[config.mk]
export PLATFORM = sky130hd
export DESIGN_NAME = mini_mcu_top
export DESIGN_NICKNAME = d
export VERILOG_FILES = /design/src/mcu_pkg.sv /design/src/mini_mcu_top.sv /design/src/gpio_bank.sv /design/src/irq_ctrl.sv /design/src/power_domain_ctrl.sv
export SDC_FILE = /design/constraint.sdc
export NUM_CORES = 1
export LEC_CHECK = 0
export BUFFER_PORTS_ARGS = -buffer_cell sky130_fd_sc_hd__buf_2
export CAP_MARGIN = 40
export CORE_MARGIN = 2
export CORE_UTILIZATION = 43
export CTS_BUF_LIST = sky130_fd_sc_hd__clkbuf_8 sky130_fd_sc_hd__clkbuf_16
export DETAILED_ROUTE_END_ITERATION = 6
export HOLD_SLACK_MARGIN = 0.03
export PLACE_DENSITY = 0.78
export SLEW_MARGIN = 20
export SYNTH_ARGS = -nofsm -noshare
export SYNTH_HDL_FRONTEND = slang
export SYNTH_HIERARCHICAL = 1
export SYNTH_SLANG_ARGS = --single-unit
[constraint.sdc]
create_clock -name clk_i -period 1 [get_ports clk_i]
set_clock_uncertainty 0.05 [all_clocks]
set_input_delay 0.2 -clock clk_i [delete_from_list [all_inputs] [get_ports clk_i]]
set_output_delay 0.2 -clock clk_i [all_outputs]
set_load 0.01 [all_outputs]
[src/mcu_pkg.sv]
// Shared sizes, interrupt bit positions and record types for the mini MCU.
// Imported by every RTL module and by the testbench.
`default_nettype none

package mcu_pkg;

  // power domains
  localparam int NUM_DOMAINS = 5;
  localparam int DOM_CPU     = 0;
  localparam int DOM_PERIPH  = 1;
  localparam int DOM_BANK0   = 2;
  localparam int DOM_BANK1   = 3;
  localparam int DOM_EXT     = 4;

  // gpio pins, low pins form the always-on bank
  localparam int NUM_GPIO    = 32;
  localparam int NUM_GPIO_AO = 8;

  // core interrupt vector layout
  localparam int NUM_FAST_INTR  = 16;
  localparam int FAST_INTR_BASE = 16;
  localparam int IRQ_SOFTWARE   = 3;
  localparam int IRQ_TIMER      = 7;
  localparam int IRQ_EXTERNAL   = 11;

  // all fields active low
  typedef struct packed {
    logic pwrgate_en_n;
    logic isogate_en_n;
    logic rst_n;
    logic clkgate_en_n;
    logic retentive_en_n;
  } pwr_ctrl_out_t;

  typedef struct packed {
    logic pwrgate_ack_n;
  } pwr_ctrl_in_t;

  typedef struct packed {
    logic o;
    logic oe;
  } pad_out_t;

  // dir high drives the pad
  typedef struct packed {
    logic o;
    logic dir;
  } gpio_ctrl_t;

  // levels from peripherals outside this design
  typedef struct packed {
    logic [3:0] timer;
    logic       dma_done;
    logic       dma_window;
    logic       spi_flash;
    logic       spi;
    logic       ext_periph;
    logic       external;
    logic       software;
    logic [1:0] reserved;
  } periph_intr_t;

endpackage

`default_nettype wire
[src/mini_mcu_top.sv]
// Integration level of the mini MCU: domain power sequencers, interrupt
// assembly and the always-on and main GPIO banks.
`timescale 1ns/1ps
`default_nettype none

module mini_mcu_top
  import mcu_pkg::*;
(
  input  logic                            clk_i,
  input  logic                            reset_i,

  // interrupts
  input  periph_intr_t                    periph_intr_i,
  input  logic          [NUM_FAST_INTR-1:0] fast_en_i,
  input  logic                            irq_ack_i,
  input  logic          [4:0]             irq_id_i,
  output logic          [31:0]            irq_o,

  // gpio
  input  gpio_ctrl_t    [NUM_GPIO-1:0]    gpio_ctrl_i,
  input  logic          [NUM_GPIO-1:0]    gpio_i,
  output pad_out_t      [NUM_GPIO-1:0]    gpio_pad_o,
  output logic          [NUM_GPIO-1:0]    gpio_in_o,

  // power control
  input  logic          [NUM_DOMAINS-1:0] domain_off_req_i,
  input  logic                            core_sleep_i,
  input  logic          [1:0]             bank_retain_i,
  input  pwr_ctrl_in_t  [NUM_DOMAINS-1:0] pwr_ack_i,
  output pwr_ctrl_out_t [NUM_DOMAINS-1:0] pwr_ctrl_o
);

  logic [NUM_FAST_INTR-1:0] fast_src;
  logic [NUM_GPIO_AO-1:0]   gpio_ao_intr;

  // fast lines from bit 0: timer 1..3, dma, spi, flash, ao gpio, window, ext
  assign fast_src = {
    periph_intr_i.ext_periph,
    periph_intr_i.dma_window,
    gpio_ao_intr,
    periph_intr_i.spi_flash,
    periph_intr_i.spi,
    periph_intr_i.dma_done,
    periph_intr_i.timer[3],
    periph_intr_i.timer[2],
    periph_intr_i.timer[1]
  };

  for (genvar d = 0; d < NUM_DOMAINS; d++) begin : gen_domain
    if (d == DOM_CPU) begin : gen_cpu
      // core may only be gated while it sleeps
      power_domain_ctrl #(
        .RETENTION(0)
      ) i_power_domain_ctrl (
        .clk_i,
        .reset_i,
        .off_req_i   (domain_off_req_i[d] & core_sleep_i),
        .retain_req_i(1'b0),
        .pwr_ack_i   (pwr_ack_i[d]),
        .pwr_ctrl_o  (pwr_ctrl_o[d])
      );
    end else if (d == DOM_BANK0 || d == DOM_BANK1) begin : gen_bank
      power_domain_ctrl #(
        .RETENTION(1)
      ) i_power_domain_ctrl (
        .clk_i,
        .reset_i,
        .off_req_i   (domain_off_req_i[d]),
        .retain_req_i(bank_retain_i[d-DOM_BANK0]),
        .pwr_ack_i   (pwr_ack_i[d]),
        .pwr_ctrl_o  (pwr_ctrl_o[d])
      );
    end else begin : gen_plain
      power_domain_ctrl #(
        .RETENTION(0)
      ) i_power_domain_ctrl (
        .clk_i,
        .reset_i,
        .off_req_i   (domain_off_req_i[d]),
        .retain_req_i(1'b0),
        .pwr_ack_i   (pwr_ack_i[d]),
        .pwr_ctrl_o  (pwr_ctrl_o[d])
      );
    end
  end

  irq_ctrl i_irq_ctrl (
    .clk_i,
    .reset_i,
    .fast_src_i(fast_src),
    .fast_en_i,
    .timer_i   (periph_intr_i.timer[0]),
    .external_i(periph_intr_i.external),
    .software_i(periph_intr_i.software),
    .irq_ack_i,
    .irq_id_i,
    .irq_o
  );

  // always-on bank, low pins
  gpio_bank #(
    .NUM_PINS(NUM_GPIO_AO)
  ) i_gpio_bank_ao (
    .clk_i,
    .reset_i,
    .ctrl_i(gpio_ctrl_i[NUM_GPIO_AO-1:0]),
    .pad_i (gpio_i[NUM_GPIO_AO-1:0]),
    .pad_o (gpio_pad_o[NUM_GPIO_AO-1:0]),
    .in_o  (gpio_in_o[NUM_GPIO_AO-1:0]),
    .intr_o(gpio_ao_intr)
  );

  // main bank has no edge interrupts in use
  gpio_bank #(
    .NUM_PINS(NUM_GPIO - NUM_GPIO_AO)
  ) i_gpio_bank_main (
    .clk_i,
    .reset_i,
    .ctrl_i(gpio_ctrl_i[NUM_GPIO-1:NUM_GPIO_AO]),
    .pad_i (gpio_i[NUM_GPIO-1:NUM_GPIO_AO]),
    .pad_o (gpio_pad_o[NUM_GPIO-1:NUM_GPIO_AO]),
    .in_o  (gpio_in_o[NUM_GPIO-1:NUM_GPIO_AO]),
    .intr_o()
  );

endmodule

`default_nettype wire

[src/gpio_bank.sv]
// One bank of GPIO pins with registered pad drive, a two-stage input
// synchronizer and a rising-edge interrupt per pin.
`timescale 1ns/1ps
`default_nettype none

module gpio_bank
  import mcu_pkg::*;
#(
  parameter int NUM_PINS = 8
) (
  input  logic                          clk_i,
  input  logic                          reset_i,
  input  gpio_ctrl_t [NUM_PINS-1:0]     ctrl_i,
  input  logic       [NUM_PINS-1:0]     pad_i,
  output pad_out_t   [NUM_PINS-1:0]     pad_o,
  output logic       [NUM_PINS-1:0]     in_o,
  output logic       [NUM_PINS-1:0]     intr_o
);

  logic [NUM_PINS-1:0] sync_q1;
  logic [NUM_PINS-1:0] sync_q2;
  logic [NUM_PINS-1:0] prev_q;

  // registered pad drive
  always_ff @(posedge clk_i) begin
    for (int i = 0; i < NUM_PINS; i++) begin
      pad_o[i].o <= ctrl_i[i].o;
      if (reset_i) begin
        pad_o[i].oe <= 1'b0;
      end else begin
        pad_o[i].oe <= ctrl_i[i].dir;
      end
    end
  end

  always_ff @(posedge clk_i) begin
    if (reset_i) begin
      sync_q1 <= '0;
      sync_q2 <= '0;
      prev_q  <= '0;
    end else begin
      sync_q1 <= pad_i;
      sync_q2 <= sync_q1;
      prev_q  <= sync_q2;
    end
  end

  assign in_o = sync_q2;

  // 0 to 1 on the synchronized input
  assign intr_o = sync_q2 & ~prev_q;

endmodule

`default_nettype wire

[src/irq_ctrl.sv]
// Fast-interrupt pending register and core interrupt vector assembly.
// Pending bits are sticky until the core acknowledges their id.
`timescale 1ns/1ps
`default_nettype none

module irq_ctrl
  import mcu_pkg::*;
(
  input  logic                     clk_i,
  input  logic                     reset_i,
  input  logic [NUM_FAST_INTR-1:0] fast_src_i,
  input  logic [NUM_FAST_INTR-1:0] fast_en_i,
  input  logic                     timer_i,
  input  logic                     external_i,
  input  logic                     software_i,
  input  logic                     irq_ack_i,
  input  logic [4:0]               irq_id_i,
  output logic [31:0]              irq_o
);

  logic [NUM_FAST_INTR-1:0] pending_q;
  logic [NUM_FAST_INTR-1:0] pending_clr;

  // ack decode, one bit per fast line
  always_comb begin
    for (int k = 0; k < NUM_FAST_INTR; k++) begin
      pending_clr[k] = irq_ack_i && (irq_id_i == 5'(FAST_INTR_BASE + k));
    end
  end

  // set has priority over clear
  always_ff @(posedge clk_i) begin
    if (reset_i) begin
      pending_q <= '0;
    end else begin
      pending_q <= (pending_q & ~pending_clr) | fast_src_i;
    end
  end

  always_comb begin
    irq_o                                  = '0;
    irq_o[IRQ_SOFTWARE]                    = software_i;
    irq_o[IRQ_TIMER]                       = timer_i;
    irq_o[IRQ_EXTERNAL]                    = external_i;
    irq_o[FAST_INTR_BASE +: NUM_FAST_INTR] = pending_q & fast_en_i;
  end

endmodule

`default_nettype wire

[src/power_domain_ctrl.sv]
// Power sequencer for a single domain. Turns the domain off in the order
// clock gate, isolation, reset, switch and back on in reverse.
`timescale 1ns/1ps
`default_nettype none

module power_domain_ctrl
  import mcu_pkg::*;
#(
  parameter int RETENTION = 0
) (
  input  logic          clk_i,
  input  logic          reset_i,
  input  logic          off_req_i,
  input  logic          retain_req_i,
  input  pwr_ctrl_in_t  pwr_ack_i,
  output pwr_ctrl_out_t pwr_ctrl_o
);

  typedef enum logic [3:0] {
    ON,
    CLK_OFF,
    ISO_ON,
    RST_ON,
    SW_OFF_WAIT,
    OFF,
    SW_ON_WAIT,
    RST_OFF,
    ISO_OFF
  } state_e;

  state_e state_q;
  state_e state_d;

  pwr_ctrl_out_t ctrl_d;

  always_comb begin
    state_d = state_q;
    case (state_q)
      ON:          if (off_req_i) state_d = CLK_OFF;
      CLK_OFF:     state_d = ISO_ON;
      ISO_ON:      state_d = RST_ON;
      RST_ON:      state_d = SW_OFF_WAIT;
      // switch reports off with ack low
      SW_OFF_WAIT: if (!pwr_ack_i.pwrgate_ack_n) state_d = OFF;
      OFF:         if (!off_req_i) state_d = SW_ON_WAIT;
      SW_ON_WAIT:  if (pwr_ack_i.pwrgate_ack_n) state_d = RST_OFF;
      RST_OFF:     state_d = ISO_OFF;
      ISO_OFF:     state_d = ON;
      default:     state_d = ON;
    endcase
  end

  // output decode of the next state
  always_comb begin
    ctrl_d.pwrgate_en_n   = 1'b1;
    ctrl_d.isogate_en_n   = 1'b1;
    ctrl_d.rst_n          = 1'b1;
    ctrl_d.clkgate_en_n   = 1'b1;
    ctrl_d.retentive_en_n = 1'b1;
    case (state_d)
      CLK_OFF: begin
        ctrl_d.clkgate_en_n = 1'b0;
      end
      ISO_ON: begin
        ctrl_d.clkgate_en_n = 1'b0;
        ctrl_d.isogate_en_n = 1'b0;
      end
      RST_ON, SW_ON_WAIT: begin
        ctrl_d.clkgate_en_n = 1'b0;
        ctrl_d.isogate_en_n = 1'b0;
        ctrl_d.rst_n        = 1'b0;
      end
      SW_OFF_WAIT, OFF: begin
        ctrl_d.clkgate_en_n = 1'b0;
        ctrl_d.isogate_en_n = 1'b0;
        ctrl_d.rst_n        = 1'b0;
        ctrl_d.pwrgate_en_n = 1'b0;
      end
      RST_OFF: begin
        ctrl_d.clkgate_en_n = 1'b0;
        ctrl_d.isogate_en_n = 1'b0;
      end
      ISO_OFF: begin
        ctrl_d.clkgate_en_n = 1'b0;
      end
      default: begin
        ctrl_d.clkgate_en_n = 1'b1;
      end
    endcase
  end

  always_ff @(posedge clk_i) begin
    if (reset_i) begin
      state_q    <= ON;
      pwr_ctrl_o <= '1;
    end else begin
      state_q                 <= state_d;
      pwr_ctrl_o.pwrgate_en_n <= ctrl_d.pwrgate_en_n;
      pwr_ctrl_o.isogate_en_n <= ctrl_d.isogate_en_n;
      pwr_ctrl_o.rst_n        <= ctrl_d.rst_n;
      pwr_ctrl_o.clkgate_en_n <= ctrl_d.clkgate_en_n;
      // retention only exists in memory banks
      if (RETENTION != 0) begin
        pwr_ctrl_o.retentive_en_n <= ~retain_req_i;
      end else begin
        pwr_ctrl_o.retentive_en_n <= ctrl_d.retentive_en_n;
      end
    end
  end

endmodule

`default_nettype wire

==> results.py <==
metrics = {
    "place": {
        "dp_slack_ns": -0.0892,
        "dp_hpwl_mm": 10.2,
        "port_buffers": 274,
        "place_inst": 1014,
        "gp_congestion": 0.823,
    },
    "final_layout": {
        "final_layout_size_suffix_gt1_share_pct": 52.6,
        "fill_cells": 880,
        "area_growth_syn_to_layout_pct": 69.4,
        "nets": 1124,
        "fin_cells": 1177,
        "post-route-util_pct": 74.0,
    },
    "timing": {
        "drv_slew": 0,
        "max_freq_ghz": 0.778,
        "fin_crit_sh_pct": 129,
        "grt_setup_unrepaired": "yes",
        "hold_slack_ns": 0.0691,
        "final.min_clock_period_ns": 1.29,
        "setup_slack_ns": -0.285,
        "final-hold-violation-count": 0,
        "setup_viol": 144,
    },
    "synthesis": {
        "avgSynthCellArea_um2": 11.2,
        "syn_inst": 561,
        "ys_warn_count": 6,
        "netlist_area_um2": 6300,
    },
    "setup_path": {
        "cp-start-kind": "register",
        "slowest_stage": "dfxtp_2",
        "max_stage_delay_ns": 0.33,
        "r2r_start": "i_gpio_bank_ao/in_o[1]",
        "cp_num_buf_inv": 1,
        "crit_path_max_fanout": 2,
        "r2r-end": "i_irq_ctrl/pending_q[7]",
        "r2r_setup_slack_ns": -0.11,
        "path_cells": "and2_1 -> buf_2",
        "crit_required_ns": 0.75,
        "rr_worst_depth": 4,
        "crit_family": "flip-flops",
        "worstPathArrival_ns": 1.04,
        "crit_type": "reg -> out",
        "critPathCaptureType": "output pin",
        "cp-startpoint": "i_irq_ctrl/pending_q[6]",
    },
    "grt": {
        "grt_first_pass_wirelength_mm": 28.1,
        "grt_max_degree": 26,
        "grt_antenna_before_repair": 3,
        "overflow": 0,
        "gr-usage-all-layers_pct": 22.7,
        "grt_pass1_vias": 5568,
    },
    "clock_network": {
        "cts_max_level": 4,
        "clk_latency_ns": 0.43,
        "cts.sinks": 194,
        "tritoncts.num_buffers": 17,
        "clk_path_buf_depth": 2,
        "cts-root-buf": "clkbuf_16",
        "cts_tree": "built",
        "clk_pin_slew_ns": 0.08,
    },
    "detailed_routing": {
        "wl_per_cell_um": 17.9,
        "vias_per_cell": 4.82,
        "via_count": 5673,
        "drt-total-wl_mm": 21.1,
        "drt_iter0_drc": 224,
        "drt_first_pass_iters": 4,
        "drtAntennaViolNets": 0,
        "drcViolationCount": 0,
    },
    "die": {
        "die_y_um": 125,
        "die_w_um": 125,
        "num_io_pins": 299,
        "start_util_pct": 43.7,
        "coreArea_um2": 14400,
        "die_area_um2": 15600,
        "rows": 44,
    },
    "pwr": {
        "comb_power_share_pct": 13.9,
        "peakVddDrop_uv": 1650,
        "power_density_nw_per_um2": 1660,
        "power.switching_mw": 4.57,
        "internal_power_mw": 13.2,
        "leakagePower_nw": 4.76,
        "netSwitchingFraction_pct": 25.7,
        "seqPwrFrac_pct": 47.6,
        "clkPwrFrac_pct": 38.5,
        "p_total_mw": 17.8,
    },
    "hold_path": {
        "min_from": "pwr_ack_i[0]",
        "min_path_type": "in -> reg",
        "holdPathStages": 3,
    },
    "outcome": {
        "violations": "negative setup slack",
        "status": "finished, violations left",
    },
    "job": {
        "max-cap-violations": 0,
    },
}
## metrics by stage
step	TNS (ns)	cell area, µm²
floorplan	0	6370
detailed placement	-0.335	7830
finish	-18.07	10700
CTS	-19.66	9960
global placement	-0.119	7830
global route	-23.28	10700
## what timing repair did
action | in CTS | in global routing
setup buffers | 7 | 11
endpoints found under the hold margin | 115 | 0
pin swaps | 20 | 22
gates resized for setup | 110 | 173
gates cloned | 0 | 0
hold buffers | 114 | 0
endpoints found under the setup margin | 152 | 168
## area by class of cell
cell class                      instances  area (µm²)  share of cell area, %
Clock inverter                         14         168                   1.57
Inverter                               10        37.5                  0.351
Timing Repair Buffer                  436        3490                   32.7
Multi-Input combinational cell        319        2280                   21.3
Clock buffer                           17         425                   3.98
Tap cell                              184         230                   2.16
Sequential cell                       194        4040                   37.8
Antenna cell                            3        7.51                 0.0703
## tightest hold or removal path: stages
cell and delay, ns:
buf_2 0.12, o211ai_1 0.08, o211ai_1 0.09
## worst max path at each step
stage | depth (start not counted) | end | slack, ns
after global routing | 2 | irq_o[22] | -0.33
after global placement | 3 | register | -0.06
final | 2 | irq_o[22] | -0.29
after floorplan | 3 | i_irq_ctrl/pending_q[11] | 0.008
after CTS | 2 | irq_o[25] | -0.29
after detailed placement | 3 | register | -0.09
## placed cells by master, fill, tap and decap left out, types with 4 or more instances in the layout
cell type,count
nor3b_2,7
a2bb2oi_1,4
and4b_1,7
buf_2,186
nand2b_1,12
nand2_1,7
and3b_2,4
and2_4,12
dfxtp_1,92
nor3_1,16
nor2b_1,109
a21oi_2,9
nor2b_4,7
clkbuf_16,17
o211ai_1,10
and2_1,5
buf_6,94
inv_8,4
buf_4,39
nand3_1,10
dfxtp_2,90
a211oi_2,8
a21oi_1,6
dlygate4sd3_1,111
a211oi_1,8
or3_1,5
conb_1,16
o21ai_1,4
inv_1,10
nor2_1,20
mux2i_1,5
dfxtp_4,12
## state kept, by name, summed over array words and instances, names as in the netlist, 10 cells and up
name / count
i_gpio_bank_main/sync_q1: 24
i_irq_ctrl/pending_q: 16
gen_domain.gen_bank.i_power_domain_ctrl/pwr_ctrl_o: 10
i_gpio_bank_main/in_o: 24
i_gpio_bank_main/pad_o: 48
i_gpio_bank_ao/pad_o: 16
## metal layers
metal / up-vias / wire length (µm) / share of wire [%] / GRT usage (%)
li1: 2656 / - / - / -
met1: 2670 / 7490 / 36 / 23.3
met2: 289 / 11100 / 53 / 41.7
met3: 58 / 1600 / 7.6 / 7.66
met4: 0 / 841 / 4.0 / 10.3
met5: - / 0 / 0 / 0
## power by group through the flow
stage | Combinational [mW] | Clock [mW] | Sequential, mW
2_1_floorplan | 0.849 | 0 | 8.58
3_3_place_gp | 1.52 | 0 | 8.52
3_5_place_dp | 1.56 | 0 | 8.53
4_1_cts | 2.06 | 6.85 | 8.39
5_1_grt | 2.62 | 7.30 | 8.51
6_report | 2.47 | 6.84 | 8.47
Power figures use the tool's default switching activity.
